$ cat src/verilog/ni_pkg.sv
package ni_pkg;

	// flit width on both router channels
	localparam int CHANNEL_WIDTH = 32;
	// request and reply packets are both five flits long
	localparam int PACKET_FLITS = 5;

	// downstream credits after reset are fewer than one packet so replies stall
	localparam int OUT_CREDITS = 4;
	localparam int CREDIT_WIDTH = 3;

	// feistel round count and round function rotation
	localparam int CIPHER_ROUNDS = 8;
	localparam int ROUND_ROTATE = 5;

	// ascii trace words closing every reply
	localparam logic [CHANNEL_WIDTH-1:0] NUL1_FLIT = "NUL1";
	localparam logic [CHANNEL_WIDTH-1:0] NUL2_FLIT = "NUL2";

	// reply flit currently on the output channel, counts down to idle
	typedef enum logic [2:0] {
		SEL_IDLE    = 3'd0,
		SEL_NUL2    = 3'd1,
		SEL_NUL1    = 3'd2,
		SEL_CIPH_HI = 3'd3,
		SEL_CIPH_LO = 3'd4,
		SEL_HEADER  = 3'd5
	} out_sel_t;

	// input block FSM
	typedef enum logic [1:0] {COLLECT, WAIT_OUT, RUN, RETURN} in_state_t;

endpackage
$ cat src/verilog/network_interface.sv
`timescale 1ns/10ps

module network_interface
(
	input  logic clk,
	input  logic reset,
	input  logic [ni_pkg::CHANNEL_WIDTH-1:0] in_flit,
	input  logic in_valid,
	output logic credit_return,
	output logic [ni_pkg::CHANNEL_WIDTH-1:0] out_flit,
	output logic out_valid,
	input  logic credit_grant
);
	import ni_pkg::*;

	logic cipher_start;
	logic done_strobe;
	logic zero_credits;
	logic [2*CHANNEL_WIDTH-1:0] plaintext;
	logic [2*CHANNEL_WIDTH-1:0] key;
	logic [2*CHANNEL_WIDTH-1:0] ciphertext;
	logic [CHANNEL_WIDTH-1:0] shifted_header;

	// request side
	input_block i_input_block
	(
		.clk            (clk),
		.reset          (reset),
		.in_flit        (in_flit),
		.in_valid       (in_valid),
		.credit_return  (credit_return),
		.zero_credits   (zero_credits),
		.cipher_start   (cipher_start),
		.plaintext      (plaintext),
		.key            (key),
		.shifted_header (shifted_header),
		.done_strobe    (done_strobe)
	);

	// processing element
	feistel_engine i_feistel_engine
	(
		.clk          (clk),
		.reset        (reset),
		.cipher_start (cipher_start),
		.plaintext    (plaintext),
		.key          (key),
		.done_strobe  (done_strobe),
		.ciphertext   (ciphertext)
	);

	// reply side
	output_block i_output_block
	(
		.clk            (clk),
		.reset          (reset),
		.done_strobe    (done_strobe),
		.ciphertext     (ciphertext),
		.shifted_header (shifted_header),
		.zero_credits   (zero_credits),
		.credit_grant   (credit_grant),
		.out_flit       (out_flit),
		.out_valid      (out_valid)
	);

endmodule

$ cat src/verilog/output_block.sv
`timescale 1ns/10ps

module output_block
(
	input  logic clk,
	input  logic reset,
	input  logic done_strobe,
	input  logic [2*ni_pkg::CHANNEL_WIDTH-1:0] ciphertext,
	input  logic [ni_pkg::CHANNEL_WIDTH-1:0] shifted_header,
	output logic zero_credits,
	input  logic credit_grant,
	output logic [ni_pkg::CHANNEL_WIDTH-1:0] out_flit,
	output logic out_valid
);
	import ni_pkg::*;

	out_sel_t selector;
	logic [2*CHANNEL_WIDTH-1:0] result_q;
	logic [CHANNEL_WIDTH-1:0] flit_mux;

	// sequencing and downstream credits
	output_control_unit i_output_control_unit
	(
		.clk          (clk),
		.reset        (reset),
		.credit_grant (credit_grant),
		.done_strobe  (done_strobe),
		.zero_credits (zero_credits),
		.selector     (selector),
		.out_valid    (out_valid)
	);

	// result capture, key material is not kept
	always_ff @(posedge clk)
	begin
		if (done_strobe)
			result_q <= ciphertext;
	end

	// reply flit select
	always_comb
	begin
		case (selector)
			SEL_HEADER:  flit_mux = shifted_header;
			SEL_CIPH_LO: flit_mux = result_q[0 +: CHANNEL_WIDTH];
			SEL_CIPH_HI: flit_mux = result_q[CHANNEL_WIDTH +: CHANNEL_WIDTH];
			SEL_NUL1:    flit_mux = NUL1_FLIT;
			SEL_NUL2:    flit_mux = NUL2_FLIT;
			default:     flit_mux = '0;
		endcase
	end

	// channel stays zero on stalled and idle cycles
	assign out_flit = out_valid ? flit_mux : '0;

endmodule

$ cat src/verilog/output_control_unit.sv
`timescale 1ns/10ps

module output_control_unit
(
	input  logic clk,
	input  logic reset,
	input  logic credit_grant,
	input  logic done_strobe,
	output logic zero_credits,
	output ni_pkg::out_sel_t selector,
	output logic out_valid
);
	import ni_pkg::*;

	logic [CREDIT_WIDTH-1:0] credits;

	// a flit leaves only with a downstream credit in hand
	assign out_valid = (selector != SEL_IDLE) && (credits != '0);

	// output path busy or starved, so the input block must hold its packet
	assign zero_credits = (credits == '0) || (selector != SEL_IDLE) || done_strobe;

	// downstream credit counter
	always_ff @(posedge clk)
	begin
		if (reset)
			credits <= CREDIT_WIDTH'(OUT_CREDITS);
		else
		begin
			case ({credit_grant, out_valid})
				2'b10: credits <= credits + 1'b1;
				2'b01: credits <= credits - 1'b1;
				// grant and send in the same cycle cancel
				default: credits <= credits;
			endcase
		end
	end

	// sequencer, header first then down to NUL2 and back to idle
	always_ff @(posedge clk)
	begin
		if (reset)
			selector <= SEL_IDLE;
		else if (done_strobe)
			selector <= SEL_HEADER;
		else if (out_valid)
			selector <= out_sel_t'(selector - 1'b1);
		// without a credit the position is held
	end

	// a new result may only arrive once the last reply has left
	a_done_idle: assert property (@(posedge clk) disable iff (reset)
		done_strobe |-> selector == SEL_IDLE);

	// downstream never grants a slot it was not sent
	a_credit_max: assert property (@(posedge clk) disable iff (reset)
		credit_grant && !out_valid |-> credits < CREDIT_WIDTH'(OUT_CREDITS));

endmodule

$ cat src/verilog/feistel_engine.sv
`timescale 1ns/10ps

module feistel_engine
(
	input  logic clk,
	input  logic reset,
	input  logic cipher_start,
	input  logic [2*ni_pkg::CHANNEL_WIDTH-1:0] plaintext,
	input  logic [2*ni_pkg::CHANNEL_WIDTH-1:0] key,
	output logic done_strobe,
	output logic [2*ni_pkg::CHANNEL_WIDTH-1:0] ciphertext
);
	import ni_pkg::*;

	logic [CHANNEL_WIDTH-1:0] l_q;
	logic [CHANNEL_WIDTH-1:0] r_q;
	logic [CHANNEL_WIDTH-1:0] l_in;
	logic [CHANNEL_WIDTH-1:0] r_in;
	logic [CHANNEL_WIDTH-1:0] round_key;
	logic [CHANNEL_WIDTH-1:0] mix;
	logic [$clog2(CIPHER_ROUNDS)-1:0] round_q;
	logic [$clog2(CIPHER_ROUNDS)-1:0] round_idx;
	logic busy;

	// round 0 runs straight off the plaintext in the start cycle
	assign l_in = cipher_start ? plaintext[CHANNEL_WIDTH +: CHANNEL_WIDTH] : l_q;
	assign r_in = cipher_start ? plaintext[0 +: CHANNEL_WIDTH] : r_q;
	assign round_idx = cipher_start ? '0 : round_q;

	// even rounds take key word 0, odd rounds key word 1
	assign round_key = round_idx[0] ? key[0 +: CHANNEL_WIDTH] : key[CHANNEL_WIDTH +: CHANNEL_WIDTH];

	// rotl(R, 5) + K + i, modulo 2^32
	assign mix = ((r_in << ROUND_ROTATE) | (r_in >> (CHANNEL_WIDTH - ROUND_ROTATE)))
		+ round_key + CHANNEL_WIDTH'(round_idx);

	// round counter and done pulse
	always_ff @(posedge clk)
	begin
		if (reset)
		begin
			busy <= 1'b0;
			done_strobe <= 1'b0;
			round_q <= '0;
		end
		else
		begin
			done_strobe <= 1'b0;
			if (cipher_start)
			begin
				busy <= 1'b1;
				round_q <= 1'b1;
			end
			else if (busy)
			begin
				round_q <= round_q + 1'b1;
				// last round lands with the done pulse
				if (int'(round_q) == CIPHER_ROUNDS - 1)
				begin
					busy <= 1'b0;
					done_strobe <= 1'b1;
				end
			end
		end
	end

	// one feistel round per cycle
	always_ff @(posedge clk)
	begin
		if (cipher_start || busy)
		begin
			l_q <= r_in;
			r_q <= l_in ^ mix;
		end
	end

	assign ciphertext = {l_q, r_q};

	// the input block must wait for the previous run to finish
	a_start_idle: assert property (@(posedge clk) disable iff (reset)
		cipher_start |-> !busy);

endmodule

$ cat src/verilog/input_block.sv
`timescale 1ns/10ps

module input_block
(
	input  logic clk,
	input  logic reset,
	input  logic [ni_pkg::CHANNEL_WIDTH-1:0] in_flit,
	input  logic in_valid,
	output logic credit_return,
	input  logic zero_credits,
	output logic cipher_start,
	output logic [2*ni_pkg::CHANNEL_WIDTH-1:0] plaintext,
	output logic [2*ni_pkg::CHANNEL_WIDTH-1:0] key,
	output logic [ni_pkg::CHANNEL_WIDTH-1:0] shifted_header,
	input  logic done_strobe
);
	import ni_pkg::*;

	in_state_t state;
	in_state_t state_next;
	logic [CREDIT_WIDTH-1:0] flit_cnt;
	logic [CREDIT_WIDTH-1:0] return_cnt;
	logic [CREDIT_WIDTH-1:0] used_slots;
	logic [CHANNEL_WIDTH-1:0] header_q;
	logic packet_ready;
	logic last_flit;

	// fifth flit of a request
	assign last_flit = in_valid && (flit_cnt == CREDIT_WIDTH'(PACKET_FLITS - 1));

	// flit counter, plus a flag for a complete packet not yet started
	always_ff @(posedge clk)
	begin
		if (reset)
		begin
			flit_cnt <= '0;
			packet_ready <= 1'b0;
		end
		else
		begin
			if (last_flit)
				flit_cnt <= '0;
			else if (in_valid)
				flit_cnt <= flit_cnt + 1'b1;
			if (last_flit)
				packet_ready <= 1'b1;
			else if (cipher_start)
				packet_ready <= 1'b0;
		end
	end

	// file each flit by position: header, A, B, key 0, key 1
	always_ff @(posedge clk)
	begin
		if (in_valid)
		begin
			case (flit_cnt)
				3'd0: header_q <= in_flit;
				3'd1: plaintext[CHANNEL_WIDTH +: CHANNEL_WIDTH] <= in_flit;
				3'd2: plaintext[0 +: CHANNEL_WIDTH] <= in_flit;
				3'd3: key[CHANNEL_WIDTH +: CHANNEL_WIDTH] <= in_flit;
				default: key[0 +: CHANNEL_WIDTH] <= in_flit;
			endcase
		end
	end

	// swap source and destination halves, held until the next start
	always_ff @(posedge clk)
	begin
		if (cipher_start)
			shifted_header <= {header_q[0 +: CHANNEL_WIDTH/2],
				header_q[CHANNEL_WIDTH/2 +: CHANNEL_WIDTH/2]};
	end

	// FSM: wait for the output path, run the cipher, free the buffer
	always_comb
	begin
		state_next = state;
		case (state)
			COLLECT:
				if (last_flit || packet_ready)
					state_next = WAIT_OUT;
			WAIT_OUT:
				if (!zero_credits)
					state_next = RUN;
			RUN:
				if (done_strobe)
					state_next = RETURN;
			default:
				if (return_cnt == CREDIT_WIDTH'(PACKET_FLITS - 1))
					state_next = (last_flit || packet_ready) ? WAIT_OUT : COLLECT;
		endcase
	end

	always_ff @(posedge clk)
	begin
		if (reset)
		begin
			state <= COLLECT;
			return_cnt <= '0;
		end
		else
		begin
			state <= state_next;
			// one returned credit per cycle in RETURN
			if (state == RETURN)
				return_cnt <= (state_next == RETURN) ? return_cnt + 1'b1 : '0;
		end
	end

	assign cipher_start = (state == WAIT_OUT) && !zero_credits;
	assign credit_return = (state == RETURN);

	// buffer slots held against the upstream router's credits
	always_ff @(posedge clk)
	begin
		if (reset)
			used_slots <= '0;
		else if (in_valid && !credit_return)
			used_slots <= used_slots + 1'b1;
		else if (!in_valid && credit_return)
			used_slots <= used_slots - 1'b1;
	end

	// a flit may only land on a free slot
	a_no_overrun: assert property (@(posedge clk) disable iff (reset)
		in_valid |-> (used_slots < CREDIT_WIDTH'(PACKET_FLITS)) || credit_return);

endmodule

$ cat config.mk
export PLATFORM = sky130hd
export DESIGN_NAME = network_interface
export DESIGN_NICKNAME = d
export VERILOG_FILES = /design/src/verilog/ni_pkg.sv /design/src/verilog/network_interface.sv /design/src/verilog/output_block.sv /design/src/verilog/output_control_unit.sv /design/src/verilog/feistel_engine.sv /design/src/verilog/input_block.sv
export SDC_FILE = /design/constraint.sdc
export NUM_CORES = 1
export LEC_CHECK = 0
export ABC_AREA = 1
export BUFFER_PORTS_ARGS = -buffer_cell sky130_fd_sc_hd__buf_2
export CORE_UTILIZATION = 35
export CTS_BUF_LIST = sky130_fd_sc_hd__clkbuf_4 sky130_fd_sc_hd__clkbuf_8
export CTS_CLUSTER_DIAMETER = 100
export DETAILED_ROUTE_END_ITERATION = 16
export GPL_TIMING_DRIVEN = 1
export PLACE_DENSITY_LB_ADDON = 0.1
export RECOVER_POWER = 50
export SLEW_MARGIN = 20
export SYNTH_ARGS = -nofsm -noshare
export SYNTH_HDL_FRONTEND = slang
export SYNTH_SLANG_ARGS = --single-unit
$ cat constraint.sdc
create_clock -name clk -period 8.34 [get_ports clk]
set_input_delay 0.834 -clock clk [delete_from_list [all_inputs] [get_ports clk]]
set_output_delay 0.834 -clock clk [all_outputs]
set_load 0.05 [all_outputs]
; ---- After elaboration in Yosys (flattened, before gate mapping)
; Index checks and enable logic that the tools add are counted.
[op_classes]
add_sub_neg = 8
n_eq_ne = 17
n_mux = 24
bitwise_logic = 4
reduce_logical = 27
[op_table]
columns = cell, n
row1 = one-hot mux 32 bit (5 select lines), 1
row2 = two-way mux 32 bit, 4
row3 = adder 32 x 3 -> 32 bit, 1
row4 = adder 32 bit, 1
row5 = OR 32 x 5 -> 32 bit, 1
row6 = bitwise XOR 32 bit, 1
row7 = adder 3 x 1 -> 3 bit (second input constant), 4
row8 = == test 3 x 2 -> 1 bit (second input constant), 4
row9 = == test 3 bit (second input constant), 4
row10 = two-way mux 3 bit, 4
row11 = AND reduction 2 bit, 5
row12 = == test 3 x 1 -> 1 bit (second input constant), 3
row13 = two-way mux 1 bit, 9
row14 = == test 2 bit (second input constant), 4
row15 = two-way mux 2 bit, 4
row16 = nonzero test 2 bit, 4
row17 = zero test 3 bit, 2
row18 = one-hot mux 2 bit (3 select lines), 1
row19 = one-hot mux 3 bit (2 select lines), 1
row20 = nonzero test 3 bit, 2
row21 = OR reduction 2 bit, 3
row22 = subtractor 3 x 1 -> 3 bit (second input constant), 2
row23 = == test 2 x 1 -> 1 bit (second input constant), 2
row24 = logical OR 1 bit, 4
row25 = other kinds (6), 9
[totals]
ff_bits = 340
elab_cells = 100

; ---- Longest topological paths before layout
; Gate-level depths: netlist (run 1).
[depth]
word_depth = 10
depth_mapped = 27
ltp_nobuf = 25

; ---- Hierarchy
; Synthesis (run 1) repeated with hierarchy kept, for this count alone.
[hier_totals]
cells_unflattened = 1588
area_unflattened_um2 = 16290.6
[by_module_without_submodules]
columns = module, n_inst, cells_each, area_per_inst_um2, seq_area_each_um2
row1 = feistel_engine, 1, 956, 6417.4, 2021.9
row2 = input_block, 1, 270, 6308.6, 5945.7
row3 = output_block, 1, 310, 3165.5, 1921.8
row4 = output_control_unit, 1, 52, 399.1, 120.1

; ---- Least setup slack after synthesis (run 1)
; Ideal clock, no wire load.
[synth_timing]
kind = input to register
start = input port in_valid
end = register i_input_block.key[0] (netlist bit) (enable)
setup_time_ps = 594
arrival_ps = 6033
required_time_ps = 7746
slack_ps = 1713
stages = 2
cell_sequence = inv_1 a2111oi_0
[synth_via]
elab_chain_len = 1
[synth_rtl]
columns = element, line
row1 = "start, declared", network_interface.sv:8  ; input logic in_valid,
row2 = AND reduction 2 bit (no source line), --
row3 = "end signal, assigned by index", input_block.sv:61  ; 3'd3: key[CHANNEL_WIDTH +: CHANNEL_WIDTH] <= in_flit;
row4 = "end signal, assigned by index", input_block.sv:62  ; default: key[0 +: CHANNEL_WIDTH] <= in_flit;
row5 = "end, declared", input_block.sv:13  ; output logic [2*ni_pkg::CHANNEL_WIDTH-1:0] key,
; No other way between the ends.
; A chain may end at the register's enable or synchronous reset.

; ---- Final worst setup path (run 1)
[layout_timing]
start = register i_output_block.i_output_control_unit.selector[2]
end = register i_feistel_engine.r_q[25], data pin
[layout_via]
elab_chain_len = 10
word_cells_on_any_way = 13
cone_classes = add/sub: 2 / mux: 4 / bitwise: 2 / reduce/logical: 5
[layout_rtl]
columns = element, line
row1 = "start, declared", output_control_unit.sv:10  ; output ni_pkg::out_sel_t selector,
row2 = "start signal, assigned", output_control_unit.sv:47  ; selector <= out_sel_t'(selector - 1'b1);
row3 = nonzero test 3 bit, output_control_unit.sv:21  ; assign zero_credits = (credits == '0) || (selector != SEL_IDLE) || done_strobe;
row4 = logical OR 1 bit (2 in series), output_control_unit.sv:21
row5 = zero test 1 bit, --
row6 = logical AND 1 bit, input_block.sv:111  ; assign cipher_start = (state == WAIT_OUT) && !zero_credits;
row7 = two-way mux 32 bit, feistel_engine.sv:27  ; assign r_in = cipher_start ? plaintext[0 +: CHANNEL_WIDTH] : r_q;
row8 = named net i_feistel_engine.r_in[27], feistel_engine.sv:18  ; logic [CHANNEL_WIDTH-1:0] r_in;
row9 = OR 32 x 5 -> 32 bit, feistel_engine.sv:34  ; assign mix = ((r_in << ROUND_ROTATE) | (r_in >> (CHANNEL_WIDTH - ROUND_ROTATE)))
row10 = adder 32 bit, feistel_engine.sv:35  ; + round_key + CHANNEL_WIDTH'(round_idx);
row11 = adder 32 x 3 -> 32 bit, feistel_engine.sv:35
row12 = bitwise XOR 32 bit, feistel_engine.sv:73  ; r_q <= l_in ^ mix;
row13 = "end signal, assigned", feistel_engine.sv:73
row14 = "end, declared", feistel_engine.sv:16  ; logic [CHANNEL_WIDTH-1:0] r_q;
; The timed path passes the listed nets, and every way through them passes these cells.

==> impl_metrics.env, run 1 <==
export IMPL_post_synthesis_share_of_cell_area_spent_on_full_adders_half_adders_and_majority_gates=0.0653
export IMPL_worst_min_delay_path_startpoint="i_input_block.header_q[4]"
export IMPL_maxSlewViolCount=99
export IMPL_most_common_library_cell_in_the_layout_ignoring_fill_and_taps="sky130_fd_sc_hd__nand2_1"
export IMPL_cts_resized=0
export IMPL_rsz_0062_raised_after_global_routing="false"
export IMPL_layout_common_cells="445 x sky130_fd_sc_hd__nand2_1, 320 x sky130_fd_sc_hd__edfxtp_1, 144 x sky130_fd_sc_hd__inv_1"
export IMPL_yosys_cell_types_count=42
export IMPL_critPathMaxStageDelay_ps=570
export IMPL_cts_setup_buffers=0
export IMPL_finalNetCount=1620
export IMPL_via_count_of_the_first_global_routing_pass=10360
export IMPL_synthesis_instances=1397
export IMPL_clock_root_buffer="sky130_fd_sc_hd__clkbuf_8"
export IMPL_syn_area_sq_um=15500
export IMPL_grt_pass1_wl_microns=68500
export IMPL_logic_depth_of_the_worst_setup_path_including_buffers=22
export IMPL_worst_skew_pair_late_latency_ps=670
export IMPL_worstMarginPinSlew_ps=4250
export IMPL_yosys_warnings=0
export IMPL_status="complete, but fails checks"
export IMPL_boundaryPins=70
export IMPL_power_per_cell_area_nw_per_um2=259
export IMPL_placeable_core_region_sq_um=43500
export IMPL_clkSlewWorstSetupHoldPaths_ps=60
export IMPL_chipHeight_microns=213
export IMPL_synth_net_count=1511
export IMPL_cts_made_buffers=60
export IMPL_crit_fanout=53
export IMPL_grt_util_all_layers=0.215
export IMPL_drtIter0Drc=772
export IMPL_ys_ff_latch=340
export IMPL_critPathBufInv=6
export IMPL_routed_wirelength_microns=47500
export IMPL_irDropWorstVdd_mv=0.181
export IMPL_final_layout_size_suffix_gt1_frac=0.105
export IMPL_antenna_violations_before_repair=1
export IMPL_synth_simple_gate_area_share=0.153
export IMPL_post_dp_hpwl_microns=33200
export IMPL_ant_nets=0
export IMPL_grt_start_max_net_pins=66
export IMPL_start_util=0.357
export IMPL_min_delay_path_depth=0
export IMPL_area_delta_synth_final_pct=14.3
export IMPL_nFillCells=4261
export IMPL_synth_mux_area_frac=0.00709
export IMPL_num_rows=76
export IMPL_hold_crit_path_type="register to register"
export IMPL_die_area_sq_um=45200
export IMPL_failed_checks="max-capacitance violations, max-slew violations"
export IMPL_cp_slowest_cell="sky130_fd_sc_hd__o21ai_0"
export IMPL_cts_max_level=2
export IMPL_top_cell_type_s_share_of_synthesized_area=0.619
export IMPL_gp_routability_congestion=0.885
export IMPL_worst_setup_path_start_kind="register"
export IMPL_synth_xor_area_frac=0.0276
export IMPL_final_min_period_over_clock_period=0.664
export IMPL_hold_viol_final=0
export IMPL_floorplan_die_width_microns=213
export IMPL_synth_area_leader_cell="sky130_fd_sc_hd__edfxtp_1"
export IMPL_yosys_top_cells_area="sky130_fd_sc_hd__edfxtp_1 62%, sky130_fd_sc_hd__nand2_1 11%, sky130_fd_sc_hd__ha_1 5.9%"
export IMPL_cp_data_required_time_ps=8750
export IMPL_static_leakage_power_nw=7.28
export IMPL_cts_tree="yes"
export IMPL_grt_remaining_overflow=0
export IMPL_timing_critical_path_cells="inv_4, nand2_4, nor2_8, nand3_4, buf_4, o21ai_0, inv_1, fa_1, inv_1, ha_1, inv_1, fa_1, inv_1, nand3_1, nand3_1, nand3_1, nand2_1, nand3_1, nand2_1, a21boi_0, nand2_1, nand2_1"
export IMPL_timing_critical_path_to_type="register"
export IMPL_drtPass1Iterations=5
export IMPL_synth_seq_area_share=0.645
export IMPL_routedWlPerCell_microns=22.2
export IMPL_port_buffers=69
export IMPL_dr_total_vias=10401
export IMPL_timing_critical_path_arrival_ps=5950
export IMPL_post_route_skew_ps=29.9
export IMPL_worst_slew_margin_rel=-1.84
export IMPL_r2r_cells=22
export IMPL_setup_viol=0
export IMPL_period_minus_slack_ps=5530
export IMPL_max_cap_viol_count=2
export IMPL_worstSetupPathType="register to register"
export IMPL_cts_buffer_depth=3
export IMPL_viasPerCell=4.85
export IMPL_post_synthesis_compound_gate_area_fraction=0.0541
export IMPL_max_freq_ghz=0.181
export IMPL_layout_core_utilization=0.408
export IMPL_synth_top_family_by_area="simple AND/OR/NAND/NOR gates"
export IMPL_syn_mean_instance_area_sq_um=11.1
export IMPL_cpLargestDelayFamily="simple AND/OR/NAND/NOR gates"
export IMPL_cts_hold_fix_buffers=0
export IMPL_clkSinkCount=340
export IMPL_setup_tns_ps=0
export IMPL_drc=0
logic make-up (layout without fill, tap and decap cells):
| family | after synthesis | after routing |
|---|---|---|
| other cells | 0 | 1 |
| xor+xnor | 49 | 49 |
| fa+ha+maj | 78 | 78 |
| simple gates | 587 | 587 |
| compound gates | 147 | 147 |
| mux | 11 | 11 |
| buf+inv | 185 | 345 |
| flops | 340 | 340 |
per-layer routing:
layer	vias up	track usage	routed length (microns)
li1	4983	-	-
met1	5052	0.302	22400
met2	291	0.335	21300
met3	75	0.0338	2330
met4	0	0.0804	1450
met5	-	0	0
area by class of cell:
class | count | area [sq um] | area share
repair buffers | 82 | 395 | 0.0223
inverters | 150 | 566 | 0.0319
diodes | 1 | 2.50 | 0.000141
flip-flops and latches | 340 | 10000 | 0.564
multi-input cells | 872 | 4800 | 0.270
well taps | 585 | 732 | 0.0412
clock inverters | 38 | 303 | 0.0171
clock buffers | 75 | 945 | 0.0532
cells in the mapped netlist:
library cell,count
sky130_fd_sc_hd__buf_6,3
sky130_fd_sc_hd__o21ai_0,24
sky130_fd_sc_hd__or2_1,2
sky130_fd_sc_hd__a41oi_1,1
sky130_fd_sc_hd__o21ai_1,15
sky130_fd_sc_hd__clkbuf_1,17
sky130_fd_sc_hd__edfxtp_1,320
sky130_fd_sc_hd__ha_1,73
sky130_fd_sc_hd__xnor2_1,19
sky130_fd_sc_hd__buf_2,10
sky130_fd_sc_hd__a21oi_1,55
sky130_fd_sc_hd__and3_1,1
sky130_fd_sc_hd__dfxtp_1,20
sky130_fd_sc_hd__a21o_1,2
sky130_fd_sc_hd__xor2_1,30
sky130_fd_sc_hd__nand2_4,1
sky130_fd_sc_hd__nand3_1,64
sky130_fd_sc_hd__nand3b_1,3
sky130_fd_sc_hd__and2_1,2
sky130_fd_sc_hd__o21a_1,2
sky130_fd_sc_hd__nand2_2,1
sky130_fd_sc_hd__o21bai_1,4
sky130_fd_sc_hd__inv_4,1
sky130_fd_sc_hd__nor2_1,50
sky130_fd_sc_hd__mux2i_1,11
sky130_fd_sc_hd__a31oi_1,32
sky130_fd_sc_hd__o32ai_1,1
sky130_fd_sc_hd__nand3_4,1
sky130_fd_sc_hd__nand4_1,3
sky130_fd_sc_hd__fa_1,5
sky130_fd_sc_hd__nor2_8,1
sky130_fd_sc_hd__or2_2,2
sky130_fd_sc_hd__a2111oi_0,1
sky130_fd_sc_hd__nand2_1,446
sky130_fd_sc_hd__o21ai_2,6
sky130_fd_sc_hd__inv_2,2
sky130_fd_sc_hd__a21boi_0,1
sky130_fd_sc_hd__inv_1,145
sky130_fd_sc_hd__o211ai_1,3
sky130_fd_sc_hd__nor3_1,10
sky130_fd_sc_hd__clkinv_1,2
sky130_fd_sc_hd__buf_4,5
power by group:
group          switching (mW)  leakage [nW]  internal [mW]  total, mW
sequential             0.0280          3.07           1.93       1.95
clock                   0.731         0.661          0.902       1.63
combinational           0.781          3.55          0.223       1.00
total                    1.54          7.28           3.05       4.59
path summary, 6_finish.rpt:
check	end	slack [ps]
hold reg to reg	i_input_block.shifted_header[20]	420
setup reg to reg	i_feistel_engine.r_q[25]	2810
hold / removal	i_input_block.shifted_header[20]	420
setup / recovery	i_feistel_engine.r_q[25]	2810
metrics by stage:
stage	cell area (sq um)	cells	hold slack (ps)	setup WS (ps)	power (mW)
after floorplan	15500	1397	400	1710	2.67
after global placement	16500	2029	404	2840	3.00
after detailed placement	16500	2029	405	2810	3.00
after CTS	17800	2142	357	2790	4.64
after global routing	17700	2142	429	2460	4.77
final	17700	2143	420	2810	4.59
state kept, by name (all words and copies together) (netlist names), 32 cells and up:
signal / cells
i_feistel_engine.l_q: 32
i_input_block.header_q: 32
i_feistel_engine.r_q: 32
i_output_block.result_q: 64
i_input_block.key: 64
i_input_block.shifted_header: 32
i_input_block.plaintext: 64
worst register-to-register path: stages, from the launching register on:
cell and delay [ps]:
sky130_fd_sc_hd__dfxtp_1 350, sky130_fd_sc_hd__inv_4 390, sky130_fd_sc_hd__nand2_4 130, sky130_fd_sc_hd__nor2_8 170, sky130_fd_sc_hd__nand3_4 520, sky130_fd_sc_hd__buf_4 580
sky130_fd_sc_hd__o21ai_0 620, sky130_fd_sc_hd__inv_1 140, sky130_fd_sc_hd__fa_1 410, sky130_fd_sc_hd__inv_1 60, sky130_fd_sc_hd__ha_1 240, sky130_fd_sc_hd__inv_1 80
sky130_fd_sc_hd__fa_1 420, sky130_fd_sc_hd__inv_1 110, sky130_fd_sc_hd__nand3_1 70, sky130_fd_sc_hd__nand3_1 120, sky130_fd_sc_hd__nand3_1 90, sky130_fd_sc_hd__nand2_1 190
sky130_fd_sc_hd__nand3_1 140, sky130_fd_sc_hd__nand2_1 140, sky130_fd_sc_hd__a21boi_0 150, sky130_fd_sc_hd__nand2_1 90, sky130_fd_sc_hd__nand2_1 70
Power figures use the tool's default switching activity.
==> run 2: changes to the inputs <==
Clock period 8.34 ns to 5.3 ns, I/O delays scaled along.
==> run 2 against run 1 <==
Against the previous run:
- the run still ends with max-capacitance violations, max-slew violations left
- register-to-register slack worse by 2100 ps
- critical endpoint is now i_feistel_engine.r_q[29]
- fmax up 20%
- design area down 0.37%
- worst hold slack worse by 270 ps
- non-clock buffer count up 4
- flip-flop and latch count unchanged
- clock power up 44%
- combinational power up 58%
- final cell count unchanged
- largest cell class unchanged
- clock skew up 17 ps
==> impl_metrics.env, run 2 (same netlist as run 1, synthesis figures left out) <==
export IMPL_status="complete, but fails checks"
export IMPL_failed_checks="max-capacitance violations, max-slew violations"
export IMPL_cts_resized=0
export IMPL_worstMarginPinSlew_ps=4110
export IMPL_min_delay_path_depth=2
export IMPL_placedCellCount=2032
export IMPL_worstSetupPathType="register to register"
export IMPL_most_common_library_cell_in_the_layout_ignoring_fill_and_taps="sky130_fd_sc_hd__nand2_1"
export IMPL_detailed_place_area_sq_um=16600
export IMPL_cts_buffer_depth=3
export IMPL_period_minus_slack_ps=4620
export IMPL_grt_start_max_net_pins=66
export IMPL_worst_min_delay_path_startpoint="reset"
export IMPL_irDropWorstVdd_mv=0.337
export IMPL_reg_largest_list="i_input_block.key x64, i_input_block.plaintext x64, i_output_block.result_q x64"
export IMPL_ant_nets=0
export IMPL_multiInputGateArea_sq_um=4780
export IMPL_finalInstanceArea_sq_um=17700
export IMPL_cts_made_buffers=59
export IMPL_finalNetCount=1623
export IMPL_n_antenna_cell=0
export IMPL_grt_util_all_layers=0.214
export IMPL_max_cap_viol_count=2
export IMPL_clkSinkCount=340
export IMPL_worst_skew_pair_late_latency_ps=670
export IMPL_crit_fanout=21
export IMPL_rsz_0062_raised_after_global_routing="false"
export IMPL_area_delta_synth_final_pct=13.9
export IMPL_drc=0
export IMPL_maxSlewViolCount=99
export IMPL_hold_viol_final=0
export IMPL_post_route_skew_ps=46.7
export IMPL_clkSlewWorstSetupHoldPaths_ps=60
export IMPL_nFillCells=4275
export IMPL_final_instance_count_excl_fill=2143
export IMPL_worst_hold_path_endpoint="i_feistel_engine.round_q[0]"
export IMPL_port_buffers=69
export IMPL_floorplan_die_width_microns=213
export IMPL_static_leakage_power_nw=7.25
export IMPL_gp_routability_congestion=0.903
export IMPL_r2r_cells=25
export IMPL_dr_total_vias=10354
export IMPL_boundaryPins=70
export IMPL_grt_pass1_wl_microns=68100
export IMPL_die_area_sq_um=45200
export IMPL_worst_setup_path_start_kind="register"
export IMPL_worst_r2r_endpoint="i_feistel_engine.r_q[29]"
export IMPL_max_freq_ghz=0.216
export IMPL_start_util=0.357
export IMPL_cts_tree="yes"
export IMPL_placeable_core_region_sq_um=43500
export IMPL_cp_data_required_time_ps=5710
export IMPL_num_rows=76
export IMPL_chipHeight_microns=213
export IMPL_final_layout_size_suffix_gt1_frac=0.103
export IMPL_grt_remaining_overflow=0
export IMPL_post_dp_hpwl_microns=33500
export IMPL_setup_viol=0
export IMPL_routedWlPerCell_microns=22.1
export IMPL_timing_critical_path_arrival_ps=5030
export IMPL_antenna_violations_before_repair=2
export IMPL_clock_root_buffer="sky130_fd_sc_hd__clkbuf_8"
export IMPL_timing_reg2reg_setup_slack_ps=680
export IMPL_layout_area_seq_sq_um=10000
export IMPL_cts_setup_buffers=0
export IMPL_worst_slew_margin_rel=-1.74
export IMPL_drtIter0Drc=895
export IMPL_viasPerCell=4.83
export IMPL_hold_crit_path_type="primary input to register"
export IMPL_timing_critical_path_to_type="register"
export IMPL_via_count_of_the_first_global_routing_pass=10324
export IMPL_cts_hold_fix_buffers=0
export IMPL_cts_max_level=2
export IMPL_drtPass1Iterations=5
export IMPL_final_min_period_over_clock_period=0.872
export IMPL_setup_tns_ps=0
export IMPL_routed_wirelength_microns=47300
export IMPL_layout_common_cells="446 x sky130_fd_sc_hd__nand2_1, 320 x sky130_fd_sc_hd__edfxtp_1, 145 x sky130_fd_sc_hd__inv_1"
export IMPL_power_per_cell_area_nw_per_um2=396
run 2: where the power goes:
part	switching (mW)	total [mW]	leakage (nW)	internal, mW
Sequential	0.0424	3.07	3.07	3.03
Combinational	1.23	1.58	3.58	0.356
Clock	1.11	2.34	0.600	1.23
run 2: final cells by class:
type / instances / area share
flip-flops and latches: 340 / 0.566
well taps: 585 / 0.0414
repair buffers: 86 / 0.0266
clock buffers: 79 / 0.0544
multi-input cells: 872 / 0.270
inverters: 150 / 0.0320
clock inverters: 31 / 0.00955
run 2: through the flow:
stage | utilization | hold WS (ps) | worst slack, ps | total power [mW]
2_1_floorplan | - | 400 | 182 | 4.20
3_3_place_gp | 0.382 | 401 | 795 | 4.73
3_5_place_dp | 0.382 | 405 | 723 | 4.72
4_1_cts | 0.408 | 51.3 | 679 | 7.08
5_1_grt | 0.407 | 132 | 391 | 7.28
6_report | 0.407 | 147 | 676 | 7.00
run 2: worst max path at each step:
stage                                          end  slack [ps]
after global routing      i_feistel_engine.r_q[25]         390
final                     i_feistel_engine.r_q[29]         680
after detailed placement  i_feistel_engine.r_q[25]         720
after CTS                 i_feistel_engine.r_q[25]         680
after global placement    i_feistel_engine.r_q[29]         800
after floorplan           i_feistel_engine.r_q[29]         180
run 2: worst max-delay path, cell delays in order (launching register included):
cell and delay, ps:
sky130_fd_sc_hd__dfxtp_1 340, sky130_fd_sc_hd__inv_1 120, sky130_fd_sc_hd__ha_1 180, sky130_fd_sc_hd__nand2_1 140
sky130_fd_sc_hd__nor2_8 180, sky130_fd_sc_hd__nand3_4 260, sky130_fd_sc_hd__nand2_2 180, sky130_fd_sc_hd__buf_4 290
sky130_fd_sc_hd__mux2i_1 230, sky130_fd_sc_hd__fa_1 460, sky130_fd_sc_hd__inv_1 70, sky130_fd_sc_hd__ha_1 250
sky130_fd_sc_hd__inv_1 80, sky130_fd_sc_hd__fa_1 400, sky130_fd_sc_hd__inv_1 100, sky130_fd_sc_hd__nand3_1 70
sky130_fd_sc_hd__nand3_1 130, sky130_fd_sc_hd__nand3_1 90, sky130_fd_sc_hd__nand2_1 140, sky130_fd_sc_hd__nand2_1 70
sky130_fd_sc_hd__nand2_1 150, sky130_fd_sc_hd__nand2_1 150, sky130_fd_sc_hd__nand2_1 100, sky130_fd_sc_hd__nand2_1 50
sky130_fd_sc_hd__nand2_1 80, sky130_fd_sc_hd__inv_1 50
run 2: layer usage:
metal | up-vias | global-route usage | part of all wire
met3 | 71 | 0.0405 | 0.062
met4 | 0 | 0.0635 | 0.025
met2 | 326 | 0.341 | 0.46
met5 | - | 0 | 0
li1 | 4985 | - | -
met1 | 4972 | 0.296 | 0.46
